==> config.mk <==
export PLATFORM = sky130hd
export DESIGN_NAME = fxp_dot2
export DESIGN_NICKNAME = d
export VERILOG_FILES = /design/src/hw/fxp_pkg.sv /design/src/hw/fxp_lane_if.sv /design/src/hw/fxp_serial_mul.sv /design/src/hw/fxp_operand_queue.sv /design/src/hw/fxp_dot_combine.sv /design/src/hw/fxp_dot2.sv
export SDC_FILE = /design/constraint.sdc
export NUM_CORES = 1
export LEC_CHECK = 0
export ABC_AREA = 1
export BUFFER_PORTS_ARGS = -buffer_cell sky130_fd_sc_hd__buf_2
export CORE_UTILIZATION = 49
export CTS_CLUSTER_DIAMETER = 150
export DETAILED_ROUTE_END_ITERATION = 10
export PLACE_DENSITY_LB_ADDON = 0.3
export SLEW_MARGIN = 10
export SYNTH_ARGS = -nofsm -noshare
export SYNTH_HDL_FRONTEND = slang
export SYNTH_SLANG_ARGS = --single-unit
==> constraint.sdc <==
create_clock -name clk -period 10.1 [get_ports clk]
set_input_delay 0.505 -clock clk [delete_from_list [all_inputs] [get_ports clk]]
set_output_delay 0.505 -clock clk [all_outputs]
set_load 0.01 [all_outputs]
==> src/hw/fxp_pkg.sv <==
package fxp_pkg;

    // Q8.8 operand format
    localparam int FXP_INT_W  = 8;
    localparam int FXP_FRAC_W = 8;
    localparam int FXP_W      = FXP_INT_W + FXP_FRAC_W;

    // exact Q16.16 product and the sum of two of them
    localparam int FXP_PROD_W = 2 * FXP_W;
    localparam int FXP_SUM_W  = FXP_PROD_W + 1;

    // saturation limits of the Q8.8 result
    localparam int FXP_MAX = 2 ** (FXP_W - 1) - 1;
    localparam int FXP_MIN = -FXP_MAX - 1;

    // serial multiplier: one step per multiplier bit
    localparam int MUL_CYCLES = FXP_W;
    localparam int CNT_W      = $clog2(MUL_CYCLES);

    // operand queue, also the sender's starting credit count
    localparam int IN_DEPTH = 4;
    localparam int IN_PTR_W = $clog2(IN_DEPTH);

    // result slots granted by the consumer at reset
    localparam int OUT_CREDITS = 2;
    localparam int OUT_CNT_W   = $clog2(OUT_CREDITS + 1);

endpackage

==> src/hw/fxp_lane_if.sv <==
`timescale 1ns/1ps

interface fxp_lane_if;
    import fxp_pkg::*;

    // start pulse and operand pair
    logic                    issue;
    logic signed [FXP_W-1:0] a;
    logic signed [FXP_W-1:0] b;

    logic busy;
    logic done;

    // exact Q16.16 result, held until the next issue
    logic signed [FXP_PROD_W-1:0] product;

    modport src (
        output issue,
        output a,
        output b,
        input  busy
    );

    modport mul (
        input  issue,
        input  a,
        input  b,
        output busy,
        output done,
        output product
    );

    modport sink (
        input done,
        input product
    );

endinterface

==> src/hw/fxp_serial_mul.sv <==
`timescale 1ns/1ps

module fxp_serial_mul (
    input logic   clk,
    input logic   rst_n,
    fxp_lane_if.mul lane
);
    import fxp_pkg::*;

    // magnitudes one bit wider so that -32768 fits
    logic [FXP_W:0]          a_mag;
    logic [FXP_W:0]          b_mag;
    logic                    neg;
    logic signed [FXP_W:0]   a_ext;
    logic signed [FXP_W:0]   b_ext;
    logic [FXP_PROD_W-1:0]   acc;
    logic [FXP_PROD_W-1:0]   acc_next;
    logic [CNT_W-1:0]        cnt;
    logic                    busy;
    logic                    last_step;

    assign a_ext = {lane.a[FXP_W-1], lane.a};
    assign b_ext = {lane.b[FXP_W-1], lane.b};

    assign last_step = busy && (cnt == CNT_W'(MUL_CYCLES - 1));

    // shifted multiplicand added where the multiplier bit is set
    assign acc_next = b_mag[cnt] ? acc + (FXP_PROD_W'(a_mag) << cnt) : acc;

    assign lane.busy = busy;

    always_ff @(posedge clk or negedge rst_n) begin
        if (!rst_n) begin
            busy      <= 1'b0;
            lane.done <= 1'b0;
            cnt       <= '0;
        end else begin
            lane.done <= 1'b0;
            if (lane.issue) begin
                busy <= 1'b1;
                cnt  <= '0;
            end else if (last_step) begin
                busy      <= 1'b0;
                lane.done <= 1'b1;
                cnt       <= '0;
            end else if (busy) begin
                cnt <= cnt + 1'b1;
            end
        end
    end

    always_ff @(posedge clk) begin
        if (lane.issue) begin
            a_mag <= a_ext[FXP_W] ? -a_ext : a_ext;
            b_mag <= b_ext[FXP_W] ? -b_ext : b_ext;
            neg   <= lane.a[FXP_W-1] ^ lane.b[FXP_W-1];
            acc   <= '0;
        end else if (busy) begin
            acc <= acc_next;
        end
    end

    // sign goes back on the exact magnitude, no rounding here
    always_ff @(posedge clk) begin
        if (last_step) begin
            if (neg) begin
                lane.product <= -$signed(acc_next);
            end else begin
                lane.product <= $signed(acc_next);
            end
        end
    end

endmodule

==> src/hw/fxp_operand_queue.sv <==
`timescale 1ns/1ps

module fxp_operand_queue (
    input  logic                            clk,
    input  logic                            rst_n,
    input  logic                            in_valid,
    input  logic signed [fxp_pkg::FXP_W-1:0] in_a0,
    input  logic signed [fxp_pkg::FXP_W-1:0] in_b0,
    input  logic signed [fxp_pkg::FXP_W-1:0] in_a1,
    input  logic signed [fxp_pkg::FXP_W-1:0] in_b1,
    output logic                            in_credit,
    input  logic                            can_issue,
    fxp_lane_if.src                         lane0,
    fxp_lane_if.src                         lane1
);
    import fxp_pkg::*;

    // one entry holds a0, b0, a1, b1
    logic [4*FXP_W-1:0]  mem [IN_DEPTH];
    logic [IN_PTR_W-1:0] wr_ptr;
    logic [IN_PTR_W-1:0] rd_ptr;
    logic [IN_PTR_W:0]   count;
    logic                pop;
    logic                issue_q;

    // hold off while the previous issue pulse is still out
    assign pop = (count != '0) && !lane0.busy && !lane1.busy && can_issue && !issue_q;

    assign lane0.issue = issue_q;
    assign lane1.issue = issue_q;

    always_ff @(posedge clk) begin
        if (in_valid) begin
            mem[wr_ptr] <= {in_a0, in_b0, in_a1, in_b1};
        end
    end

    always_ff @(posedge clk or negedge rst_n) begin
        if (!rst_n) begin
            wr_ptr    <= '0;
            rd_ptr    <= '0;
            count     <= '0;
            issue_q   <= 1'b0;
            in_credit <= 1'b0;
        end else begin
            issue_q   <= pop;
            in_credit <= pop;
            if (in_valid) begin
                wr_ptr <= wr_ptr + 1'b1;
            end
            if (pop) begin
                rd_ptr <= rd_ptr + 1'b1;
            end
            if (in_valid && !pop) begin
                count <= count + 1'b1;
            end else if (pop && !in_valid) begin
                count <= count - 1'b1;
            end
        end
    end

    // operands held stable alongside the issue pulse
    always_ff @(posedge clk) begin
        if (pop) begin
            lane0.a <= mem[rd_ptr][4*FXP_W-1:3*FXP_W];
            lane0.b <= mem[rd_ptr][3*FXP_W-1:2*FXP_W];
            lane1.a <= mem[rd_ptr][2*FXP_W-1:FXP_W];
            lane1.b <= mem[rd_ptr][FXP_W-1:0];
        end
    end

endmodule

==> src/hw/fxp_dot_combine.sv <==
`timescale 1ns/1ps

module fxp_dot_combine (
    input  logic                            clk,
    input  logic                            rst_n,
    fxp_lane_if.sink                        lane0,
    fxp_lane_if.sink                        lane1,
    input  logic                            issued,
    input  logic                            out_credit,
    output logic                            can_issue,
    output logic                            out_valid,
    output logic signed [fxp_pkg::FXP_W-1:0] out_y
);
    import fxp_pkg::*;

    localparam int RND_W = FXP_SUM_W - FXP_FRAC_W;

    logic [OUT_CNT_W-1:0]        credits;
    logic signed [FXP_SUM_W-1:0] sum;
    logic [FXP_SUM_W-1:0]        mag;
    logic [RND_W-1:0]            rnd;
    logic signed [FXP_W-1:0]     y_sat;

    // output slots left for new jobs
    always_ff @(posedge clk or negedge rst_n) begin
        if (!rst_n) begin
            credits <= OUT_CNT_W'(OUT_CREDITS);
        end else if (issued && !out_credit) begin
            credits <= credits - 1'b1;
        end else if (out_credit && !issued) begin
            credits <= credits + 1'b1;
        end
    end

    assign can_issue = (credits != '0);

    // exact sum, then one rounding half away from zero
    assign sum = lane0.product + lane1.product;
    assign mag = sum[FXP_SUM_W-1] ? -sum : sum;
    assign rnd = mag[FXP_SUM_W-1:FXP_FRAC_W] + RND_W'(mag[FXP_FRAC_W-1]);

    always_comb begin
        if (sum[FXP_SUM_W-1]) begin
            if (rnd > RND_W'(FXP_MAX + 1)) begin
                y_sat = FXP_W'(FXP_MIN);
            end else begin
                y_sat = -$signed(rnd[FXP_W-1:0]);
            end
        end else begin
            if (rnd > RND_W'(FXP_MAX)) begin
                y_sat = FXP_W'(FXP_MAX);
            end else begin
                y_sat = $signed(rnd[FXP_W-1:0]);
            end
        end
    end

    always_ff @(posedge clk or negedge rst_n) begin
        if (!rst_n) begin
            out_valid <= 1'b0;
        end else begin
            out_valid <= lane0.done;
        end
    end

    always_ff @(posedge clk) begin
        if (lane0.done) begin
            out_y <= y_sat;
        end
    end

endmodule

==> src/hw/fxp_dot2.sv <==
`timescale 1ns/1ps

module fxp_dot2 (
    input  logic                            clk,
    input  logic                            rst_n,
    input  logic                            in_valid,
    input  logic signed [fxp_pkg::FXP_W-1:0] in_a0,
    input  logic signed [fxp_pkg::FXP_W-1:0] in_b0,
    input  logic signed [fxp_pkg::FXP_W-1:0] in_a1,
    input  logic signed [fxp_pkg::FXP_W-1:0] in_b1,
    output logic                            in_credit,
    output logic                            out_valid,
    output logic signed [fxp_pkg::FXP_W-1:0] out_y,
    input  logic                            out_credit
);

    fxp_lane_if lane0_if ();
    fxp_lane_if lane1_if ();

    logic can_issue;

    fxp_operand_queue queue_i (
        .clk       (clk),
        .rst_n     (rst_n),
        .in_valid  (in_valid),
        .in_a0     (in_a0),
        .in_b0     (in_b0),
        .in_a1     (in_a1),
        .in_b1     (in_b1),
        .in_credit (in_credit),
        .can_issue (can_issue),
        .lane0     (lane0_if.src),
        .lane1     (lane1_if.src)
    );

    // both lanes start together and finish together
    fxp_serial_mul mul0_i (
        .clk   (clk),
        .rst_n (rst_n),
        .lane  (lane0_if.mul)
    );

    fxp_serial_mul mul1_i (
        .clk   (clk),
        .rst_n (rst_n),
        .lane  (lane1_if.mul)
    );

    fxp_dot_combine combine_i (
        .clk        (clk),
        .rst_n      (rst_n),
        .lane0      (lane0_if.sink),
        .lane1      (lane1_if.sink),
        .issued     (lane0_if.issue),
        .out_credit (out_credit),
        .can_issue  (can_issue),
        .out_valid  (out_valid),
        .out_y      (out_y)
    );

endmodule

==> flow_summary_export.csv, run 1 <==
group,metric,value,unit
critical_path,cp_slowest_cell,"sky130_fd_sc_hd__dfrtp_1",
yosys,post_synth_mux_area_share,0.0960,%
critical_path,stage_delay_of_the_slowest_cell_on_the_critical_path,0.97,ns
clock_tree,ctsLongestPathBuffers,3,
power,power.static_leakage,0.0149,uW
timing,final_cycle_share,60.9,%
yosys,synth-async-reset-ratio,3.97,%
clock_tree,clk_latency,0.65,ns
clock_tree,ctsHtreeMaxLevel,2,
critical_path,crit_path_cell_trace,"inv_1, nand2_1, nor2_1, nand2_1, nor2_1, ha_1, fa_1, nand3_1, nand3_1, a21oi_1, o21ai_0, a21boi_0, o21ai_0, a21boi_0, o21ai_0, xor2_1, o21ai_0, nand4_1, o21ai_0, nand2_1, xor2_1",
clock_tree,tritoncts,"done",
routing,post_drt_wl_per_cell,15.3,um
power,power-per-cell-area,333,nW/um2
power,sequential_fraction_of_design_power,32.4,%
clock_tree,cts-root-buf,"sky130_fd_sc_hd__clkbuf_16",
routing,detail_route.iter0.violations,2089,
power,total_switching_power,5380,uW
placement,io_buffers,85,
power,power.share.switching,45.2,%
routing,routed_wirelength,75300,um
die,die-area,67600,um2
power,power.share.combinational,49.5,%
timing,timing.fmax,162,MHz
power,internal_power,6520,uW
die,starting_density,49.6,%
routing,vias_per_cell,5.36,
die,floorplan.die.width,260,um
power,worst_ir_drop_vdd,0.187,mV
yosys,postSynthAreaPerCell,8.24,um2
critical_path,critPathCaptureType,"flip-flop",
global_routing,grt_pass1_wl,123000,um
final_layout,layout.core_utilization,54.4,%
routing,detailroute.via_count,26300,
yosys,total_number_of_yosys_warnings,0,
timing,timing.clock.skew,0.0755,ns
timing,finalSetupViolations,0,
min_path,worstHoldPathCells,1,
power,power_frac_clock,18.1,%
placement,dp_worst_setup_slack,4.02,ns
placement,post_dp_hpwl,54400,um
global_routing,globalRouteOverflowTotal,0,
timing,worst_slew_margin_rel,32.7,%
die,pin_count,86,
final_layout,num-fill-cells,5985,
timing,totalNegativeSetupSlack,0,ns
global_routing,first_global_vias,24800,
die,core_area,65700,um2
critical_path,critical_path_required,10.51,ns
yosys,synth.distinct_cells,61,
die,die_h,260,um
critical_path,timing_worst_setup_path_type,"flip-flop to flip-flop",
routing,detail_route.drc_violations,0,
critical_path,worst-path-stages,21,
global_routing,grt.total_usage,22.4,%
global_routing,grt_antenna_before_repair,5,
final_layout,finalNetCount,4182,
yosys,synth_edf_count,468,
clock_tree,number_of_sinks_handled_by_clock_tree_synthesis,554,
critical_path,critPathMostFrequentCell,"sky130_fd_sc_hd__o21ai_0",
clock_tree,number_of_gates_resized_after_cts,0,
yosys,synth_adder_area_share,4.54,%
placement,gpl.final_weighted_congestion,0.945,
critical_path,timing.critical_path.max_delay_family,"compound AO/OA/AOI/OAI gates",
yosys,synth_compound_gate_area_share,11.2,%
timing,finalHoldViolCount,0,
timing,grt_setup_unrepaired,"no",
global_routing,grt_max_degree,101,
timing,layout_setup_ws,3.94,ns
final_layout,antenna_cells,0,
yosys,yosys.area_share.simple,25.0,%
clock_tree,cts_inserted_buffers,57,
critical_path,worst-path-buf-inv,1,
critical_path,element_type_at_the_critical_path_start,"flip-flop",
final_layout,area_growth,9.69,%
yosys,synth.ff_latch_count,554,
yosys,dominantRegCellSynth,"sky130_fd_sc_hd__edfxtp_1",
yosys,netlist_area,32600,um2
timing,finalMaxSlewViolations,0,
routing,number_of_detailed_route_iterations_in_the_first_pass,8,
critical_path,critPathMaxFanout,32,
min_path,worstHoldPathType,"primary input to flip-flop",
routing,postRouteAntennaNets,0,
run_status,outcome,"completed",
final_layout,layout-drive-gt1-share,7.96,%
yosys,yosys.area_share.xor_xnor,4.18,%
yosys,synth-seq-area-share,48.7,%
critical_path,critPathArrivalTime,6.56,ns
yosys,dominant_combinational_cell_family_by_area_after_synthesis,"simple AND/OR/NAND/NOR gates",
critical_path,worst-r2r-cell-count,21,
run,drv_cap,0,
yosys,post_synth_inst_count,3957,
timing,worstMarginPinSlew,1.01,ns
timing,fin_crit,6.16,ns
die,placement_rows,94,
clock_tree,worst_setup_hold_path_clk_slew,0.06,ns
## timing repair
action,4_1_cts,5_1_grt
endpoints found under the hold margin,21,0
buffers inserted,0,0
hold buffers,1,0
## cell type report
type / count / area [um2] / area share (%)
Sequential cell: 554 / 15900 / 44.5
Multi-Input combinational cell: 2881 / 14700 / 41.2
Clock buffer: 73 / 1570 / 4.38
Inverter: 396 / 1490 / 4.16
Tap cell: 864 / 1080 / 3.02
Timing Repair Buffer: 108 / 601 / 1.68
Clock inverter: 35 / 408 / 1.14
## flip-flops by register name (all words and copies together), names as in the netlist, 17 cells and up
signal,cells
mul0_i.lane.product,32
mul0_i.a_mag,17
mul1_i.a_mag,17
mul1_i.lane.product,32
queue_i.mem,256
mul0_i.acc,32
mul1_i.acc,32
## cell usage in the layout (no fill, tap or decap), types with 6 or more instances in the layout
| cell | count |
|---|---|
| sky130_fd_sc_hd__a21boi_0 | 7 |
| sky130_fd_sc_hd__a21o_1 | 8 |
| sky130_fd_sc_hd__a21oi_1 | 113 |
| sky130_fd_sc_hd__a31oi_1 | 13 |
| sky130_fd_sc_hd__buf_2 | 85 |
| sky130_fd_sc_hd__buf_4 | 22 |
| sky130_fd_sc_hd__clkbuf_1 | 9 |
| sky130_fd_sc_hd__clkbuf_16 | 58 |
| sky130_fd_sc_hd__clkbuf_8 | 6 |
| sky130_fd_sc_hd__clkinv_1 | 14 |
| sky130_fd_sc_hd__clkinv_2 | 13 |
| sky130_fd_sc_hd__dfrtp_1 | 18 |
| sky130_fd_sc_hd__dfxtp_1 | 64 |
| sky130_fd_sc_hd__edfxtp_1 | 468 |
| sky130_fd_sc_hd__ha_1 | 112 |
| sky130_fd_sc_hd__inv_1 | 370 |
| sky130_fd_sc_hd__inv_2 | 15 |
| sky130_fd_sc_hd__nand2_1 | 1032 |
| sky130_fd_sc_hd__nand2_2 | 31 |
| sky130_fd_sc_hd__nand3_1 | 253 |
| sky130_fd_sc_hd__nand3_2 | 6 |
| sky130_fd_sc_hd__nand3b_1 | 12 |
| sky130_fd_sc_hd__nand4_1 | 49 |
| sky130_fd_sc_hd__nor2_1 | 424 |
| sky130_fd_sc_hd__nor2_2 | 28 |
| sky130_fd_sc_hd__nor3_1 | 40 |
| sky130_fd_sc_hd__nor4_1 | 18 |
| sky130_fd_sc_hd__o211ai_1 | 6 |
| sky130_fd_sc_hd__o21a_1 | 10 |
| sky130_fd_sc_hd__o21ai_0 | 406 |
| sky130_fd_sc_hd__o21bai_1 | 6 |
| sky130_fd_sc_hd__o22ai_1 | 80 |
| sky130_fd_sc_hd__or2_2 | 18 |
| sky130_fd_sc_hd__xnor2_1 | 48 |
| sky130_fd_sc_hd__xor2_1 | 104 |
## worst register-to-register path: stages, from the launching register on
cell and delay (ns):
sky130_fd_sc_hd__dfrtp_1 0.97, sky130_fd_sc_hd__inv_1 0.60, sky130_fd_sc_hd__nand2_1 0.21, sky130_fd_sc_hd__nor2_1 0.07
sky130_fd_sc_hd__nand2_1 0.11, sky130_fd_sc_hd__nor2_1 0.06, sky130_fd_sc_hd__ha_1 0.21, sky130_fd_sc_hd__fa_1 0.40
sky130_fd_sc_hd__nand3_1 0.11, sky130_fd_sc_hd__nand3_1 0.12, sky130_fd_sc_hd__a21oi_1 0.21, sky130_fd_sc_hd__o21ai_0 0.16
sky130_fd_sc_hd__a21boi_0 0.44, sky130_fd_sc_hd__o21ai_0 0.25, sky130_fd_sc_hd__a21boi_0 0.31, sky130_fd_sc_hd__o21ai_0 0.18
sky130_fd_sc_hd__xor2_1 0.16, sky130_fd_sc_hd__o21ai_0 0.42, sky130_fd_sc_hd__nand4_1 0.28, sky130_fd_sc_hd__o21ai_0 0.36
sky130_fd_sc_hd__nand2_1 0.11, sky130_fd_sc_hd__xor2_1 0.15
## through the flow
step | hold WS, ns | instances | instance area [um2] | total power, uW
6_report | 0.0569 | 4911 | 35800 | 11900
3_5_place_dp | 0.479 | 4802 | 33800 | 9740
5_1_grt | 0.0345 | 4911 | 35800 | 12900
4_1_cts | 0.0185 | 4911 | 35800 | 11900
3_3_place_gp | 0.469 | 4802 | 33800 | 9650
2_1_floorplan | 0.209 | 3958 | 32600 | 8190
## kinds of logic (layout without fill, tap and decap cells)
kind of cell               after synthesis  in the layout
xor gates and xnor gates               154            154
and+or+nand+nor                       1931           1931
DFF                                    554            554
adders and majority gates              116            116
AOI/OAI and AO/OA                      675            675
buffers and inverters                  523            612
other                                    1              2
muxes                                    3              3
## synth_stat cells (3+ instances only)
cell type | number | area, um2
sky130_fd_sc_hd__nor3b_1 | 4 | 30.0
sky130_fd_sc_hd__nor2_1 | 427 | 1600
sky130_fd_sc_hd__buf_6 | 3 | 33.8
sky130_fd_sc_hd__nor2_2 | 25 | 156
sky130_fd_sc_hd__o21ai_1 | 5 | 25.0
sky130_fd_sc_hd__nand2_1 | 1032 | 3870
sky130_fd_sc_hd__a31oi_1 | 13 | 81.3
sky130_fd_sc_hd__buf_2 | 14 | 70.1
sky130_fd_sc_hd__clkbuf_1 | 93 | 349
sky130_fd_sc_hd__o31ai_1 | 5 | 37.5
sky130_fd_sc_hd__nand2_2 | 31 | 194
sky130_fd_sc_hd__nand3_2 | 6 | 60.1
sky130_fd_sc_hd__a21boi_0 | 7 | 52.6
sky130_fd_sc_hd__or2_2 | 18 | 113
sky130_fd_sc_hd__nand4_1 | 49 | 307
sky130_fd_sc_hd__fa_1 | 4 | 80.1
sky130_fd_sc_hd__nor3_1 | 41 | 205
sky130_fd_sc_hd__o221ai_1 | 3 | 26.3
sky130_fd_sc_hd__dfxtp_1 | 64 | 1280
sky130_fd_sc_hd__clkinv_1 | 10 | 37.5
sky130_fd_sc_hd__nor2_4 | 5 | 56.3
sky130_fd_sc_hd__dfrtp_1 | 21 | 526
sky130_fd_sc_hd__and2_1 | 3 | 18.8
sky130_fd_sc_hd__nand3_1 | 253 | 1270
sky130_fd_sc_hd__ha_1 | 112 | 1400
sky130_fd_sc_hd__a21oi_1 | 113 | 566
sky130_fd_sc_hd__o211ai_1 | 6 | 45.0
sky130_fd_sc_hd__inv_1 | 375 | 1410
sky130_fd_sc_hd__xor2_1 | 104 | 911
sky130_fd_sc_hd__inv_2 | 11 | 41.3
sky130_fd_sc_hd__edfxtp_1 | 468 | 14100
sky130_fd_sc_hd__o21bai_1 | 6 | 45.0
sky130_fd_sc_hd__o21a_1 | 10 | 75.1
sky130_fd_sc_hd__xnor2_1 | 48 | 420
sky130_fd_sc_hd__nand3b_1 | 12 | 90.1
sky130_fd_sc_hd__o21ai_0 | 406 | 2030
sky130_fd_sc_hd__nor4_1 | 18 | 113
sky130_fd_sc_hd__buf_1 | 14 | 52.6
sky130_fd_sc_hd__o2111ai_1 | 4 | 35.0
sky130_fd_sc_hd__a21o_1 | 8 | 60.1
sky130_fd_sc_hd__o22ai_1 | 80 | 500
## layer usage
metal  up-vias  share of wire [%]  track usage, %
li1      13400                  -               -
met1     12100                 45            29.7
met2       618                 48            38.4
met3       122                5.1            2.77
met4         6                2.4            6.62
met5         -              0.052               0
## power groups by stage
stage / logic [uW] / registers (uW) / clock network, uW
6_report: 5890 / 3860 / 2150
4_1_cts: 5870 / 3850 / 2200
3_3_place_gp: 5760 / 3890 / 0
3_5_place_dp: 5840 / 3900 / 0
2_1_floorplan: 4470 / 3720 / 0
5_1_grt: 6670 / 3930 / 2280
## worst paths after layout
kind,startpoint,endpoint,slack (ns)
worst max-delay path,mul1_i.cnt[0],mul1_i.lane.product[25],3.94
min in group asynchronous,rst_n,mul1_i.cnt[3],0.44
worst min register to register,queue_i.lane0.b[0],mul0_i.b_mag[0],0.49
max in group asynchronous,rst_n,combine_i.out_valid,9.14
worst min-delay path,in_a1[10],queue_i.mem[2][26],0.06
worst max register to register,mul1_i.cnt[0],mul1_i.lane.product[25],3.94
No activity file was read; power rests on OpenSTA's default activity.
==> inputs of run 2 (changes only) <==
==> constraint.sdc (replaced) <==
create_clock -name clk -period 5.98 [get_ports clk]
set_input_delay 0.299 -clock clk [delete_from_list [all_inputs] [get_ports clk]]
set_output_delay 0.299 -clock clk [all_outputs]
set_load 0.01 [all_outputs]
==> run 2 against run 1 <==
  * Non-clock buffer count increased by 74
  * Clock power is 76% higher
  * Critical endpoint is now mul0_i.lane.product[29]
  * Die area did not move
  * Wire length grew 1.4%
  * Clock skew is 0.026 ns lower
  * First-iteration DRC count grew 6.3%
  * Sequential share of layout area down 0.96 points
  * Register-to-register slack got worse by 3.5 ns
==> flow_summary_export.csv, run 2 (synthesis gave the netlist of run 1 again) <==
group,metric,value,unit
run_status,outcome,"completed",
routing,detail_route.drc_violations,0,
power,power.static_leakage,0.0153,uW
critical_path,critPathArrivalTime,5.85,ns
power,worst_ir_drop_vdd,0.339,mV
power,total_power,20400,uW
die,pin_count,86,
clock_tree,tritoncts,"done",
routing,routed_wirelength,76400,um
critical_path,crit-reg2reg-capture,"mul0_i.lane.product[29]",
timing,finalMaxSlewViolations,0,
timing,totalNegativeSetupSlack,0,ns
final_layout,regMostFlops,"queue_i.mem",
run,drv_cap,0,
critical_path,critPathMaxFanout,21,
final_layout,finalNetCount,4257,
clock_tree,number_of_gates_resized_after_cts,0,
timing,worst_slew_margin_rel,29.8,%
power,power-per-cell-area,558,nW/um2
timing,timing.fmax,182,MHz
routing,number_of_detailed_route_iterations_in_the_first_pass,7,
clock_tree,cts_inserted_buffers,58,
timing,fin_crit,5.50,ns
global_routing,grt_pass1_wl,125000,um
critical_path,critPathMostFrequentCell,"sky130_fd_sc_hd__nand2_1",
critical_path,element_type_at_the_critical_path_start,"flip-flop",
global_routing,grt.total_usage,22.7,%
global_routing,first_global_vias,25100,
clock_tree,worst_setup_hold_path_clk_slew,0.06,ns
placement,post_dp_hpwl,54300,um
timing,finalHoldViolCount,0,
clock_tree,ctsLongestPathBuffers,3,
routing,vias_per_cell,5.36,
final_layout,layout_commonest_cell,"sky130_fd_sc_hd__nand2_1",
timing,finalSetupViolations,0,
critical_path,ff2ff_setup_slack,0.48,ns
critical_path,stage_delay_of_the_slowest_cell_on_the_critical_path,0.59,ns
global_routing,grt_antenna_before_repair,4,
die,die_h,260,um
critical_path,timing_worst_setup_path_type,"flip-flop to flip-flop",
final_layout,layout-drive-gt1-share,7.93,%
routing,detail_route.iter0.violations,2220,
routing,post_drt_wl_per_cell,15.3,um
final_layout,area_growth,12.1,%
critical_path,critical_path_required,6.34,ns
critical_path,critPathCaptureType,"flip-flop",
clock_tree,number_of_sinks_handled_by_clock_tree_synthesis,554,
global_routing,globalRouteOverflowTotal,0,
timing,worstMarginPinSlew,1.05,ns
final_layout,largest_register_ffs,256,
die,core_area,65700,um2
die,placement_rows,94,
final_layout,mostFrequentLayoutCells,"sky130_fd_sc_hd__nand2_1 (1032), sky130_fd_sc_hd__edfxtp_1 (468), sky130_fd_sc_hd__nor2_1 (424), sky130_fd_sc_hd__o21ai_0 (406), sky130_fd_sc_hd__inv_1 (370)",
die,starting_density,49.6,%
critical_path,cp_slowest_cell,"sky130_fd_sc_hd__dfrtp_1",
clock_tree,ctsHtreeMaxLevel,2,
timing,timing.clock.skew,0.0499,ns
placement,io_buffers,85,
critical_path,timing.critical_path.max_delay_family,"simple AND/OR/NAND/NOR gates",
clock_tree,cts_hold_repair.buffers,66,
min_path,worstHoldPathType,"primary input to flip-flop",
routing,detailroute.via_count,26700,
timing,grt_setup_unrepaired,"no",
critical_path,worst-r2r-cell-count,25,
critical_path,worst_reg2reg_startpoint,"mul0_i.cnt[2]",
die,die-area,67600,um2
timing,final_cycle_share,91.9,%
die,floorplan.die.width,260,um
min_path,worstHoldPathCells,4,
clock_tree,post-cts-setup-buffer-count,0,
min_path,hold_path_endpoint,"combine_i.credits[0]",
min_path,holdCritStartpoint,"out_credit",
timing,worst_hold_slack,0.158,ns
placement,gpl.final_weighted_congestion,0.924,
routing,postRouteAntennaNets,0,
clock_tree,cts-root-buf,"sky130_fd_sc_hd__clkbuf_16",
critical_path,worst-path-buf-inv,2,
final_layout,num-fill-cells,5939,
clock_tree,clk_latency,0.65,ns
global_routing,grt_max_degree,91,
-- run 2: changes by cell type in the layout (fill, tap and decap cells not counted), moves of 2 or more --
cell,change
sky130_fd_sc_hd__clkbuf_8,-6
sky130_fd_sc_hd__inv_6,-2
sky130_fd_sc_hd__buf_4,+9
sky130_fd_sc_hd__clkinv_2,-4
sky130_fd_sc_hd__diode_2,+3
sky130_fd_sc_hd__bufinv_16,+4
sky130_fd_sc_hd__clkinv_1,+6
sky130_fd_sc_hd__dlygate4sd3_1,+65
-- run 2: worst register-to-register path, stage by stage (launching register included) --
cell,delay (ns)
sky130_fd_sc_hd__dfrtp_1,0.59
sky130_fd_sc_hd__inv_1,0.51
sky130_fd_sc_hd__nor2_1,0.17
sky130_fd_sc_hd__a21oi_1,0.27
sky130_fd_sc_hd__nor2_1,0.09
sky130_fd_sc_hd__ha_1,0.38
sky130_fd_sc_hd__nand2_1,0.08
sky130_fd_sc_hd__o211ai_1,0.38
sky130_fd_sc_hd__nand3_1,0.16
sky130_fd_sc_hd__nand2_1,0.12
sky130_fd_sc_hd__a21oi_1,0.11
sky130_fd_sc_hd__o21ai_0,0.49
sky130_fd_sc_hd__nand2_1,0.10
sky130_fd_sc_hd__inv_1,0.07
sky130_fd_sc_hd__o21ai_0,0.06
sky130_fd_sc_hd__o21ai_0,0.25
sky130_fd_sc_hd__nand3_1,0.18
sky130_fd_sc_hd__nor2_1,0.28
sky130_fd_sc_hd__nand2_1,0.12
sky130_fd_sc_hd__nor2_1,0.14
sky130_fd_sc_hd__nand2_1,0.09
sky130_fd_sc_hd__nor2_1,0.18
sky130_fd_sc_hd__nand2_1,0.07
sky130_fd_sc_hd__nand2_1,0.10
sky130_fd_sc_hd__nand2_1,0.08
sky130_fd_sc_hd__xor2_1,0.14
-- run 2: worst max-delay path by stage --
stage	cells past startpoint	from	to	slack [ns]
global placement	25	mul0_i.cnt[2]	mul0_i.lane.product[29]	0.60
global route	28	mul1_i.cnt[0]	mul1_i.lane.product[30]	0.02
finish	25	mul0_i.cnt[2]	mul0_i.lane.product[29]	0.48
floorplan	8	queue_i.in_credit	queue_i.count[1]	0.21
detailed placement	25	mul0_i.cnt[2]	mul0_i.lane.product[29]	0.55
CTS	25	mul0_i.cnt[2]	mul0_i.lane.product[29]	0.51
-- run 2: area by class of cell --
cell class	instances	area, um2	share of cell area, %
flip-flops and latches	554	15900	43.5
multi-input cells	2881	14700	40.3
clock buffers	67	1510	4.12
inverters	396	1490	4.07
repair buffers	182	1320	3.61
well taps	864	1080	2.96
clock inverters	42	526	1.44
diodes	3	7.51	0.0205
-- run 2: stage by stage --
stage / std cells / setup WS [ns] / util [%] / area [um2]
floorplan: 3958 / 0.205 / - / 32600
global placement: 4811 / 0.602 / 51.5 / 33800
detailed placement: 4811 / 0.554 / 51.5 / 33800
CTS: 4986 / 0.506 / 55.6 / 36500
global route: 4989 / 0.0181 / 55.6 / 36500
finish: 4989 / 0.484 / 55.6 / 36500
-- run 2: report_power, final --
group / switching [uW] / internal [uW] / total [uW] / leakage, uW
logic: 6970 / 3220 / 10200 / 0.00921
registers: 636 / 5770 / 6410 / 0.00509
clock network: 1570 / 2220 / 3790 / 0.000978
total: 9180 / 11200 / 20400 / 0.0153
-- run 2: metal layers --
metal  track usage (%)  wire, um
met1              30.3     34700
met2              39.1     36600
met3              2.61      3570
met4              6.09      1590
met5                 0        12
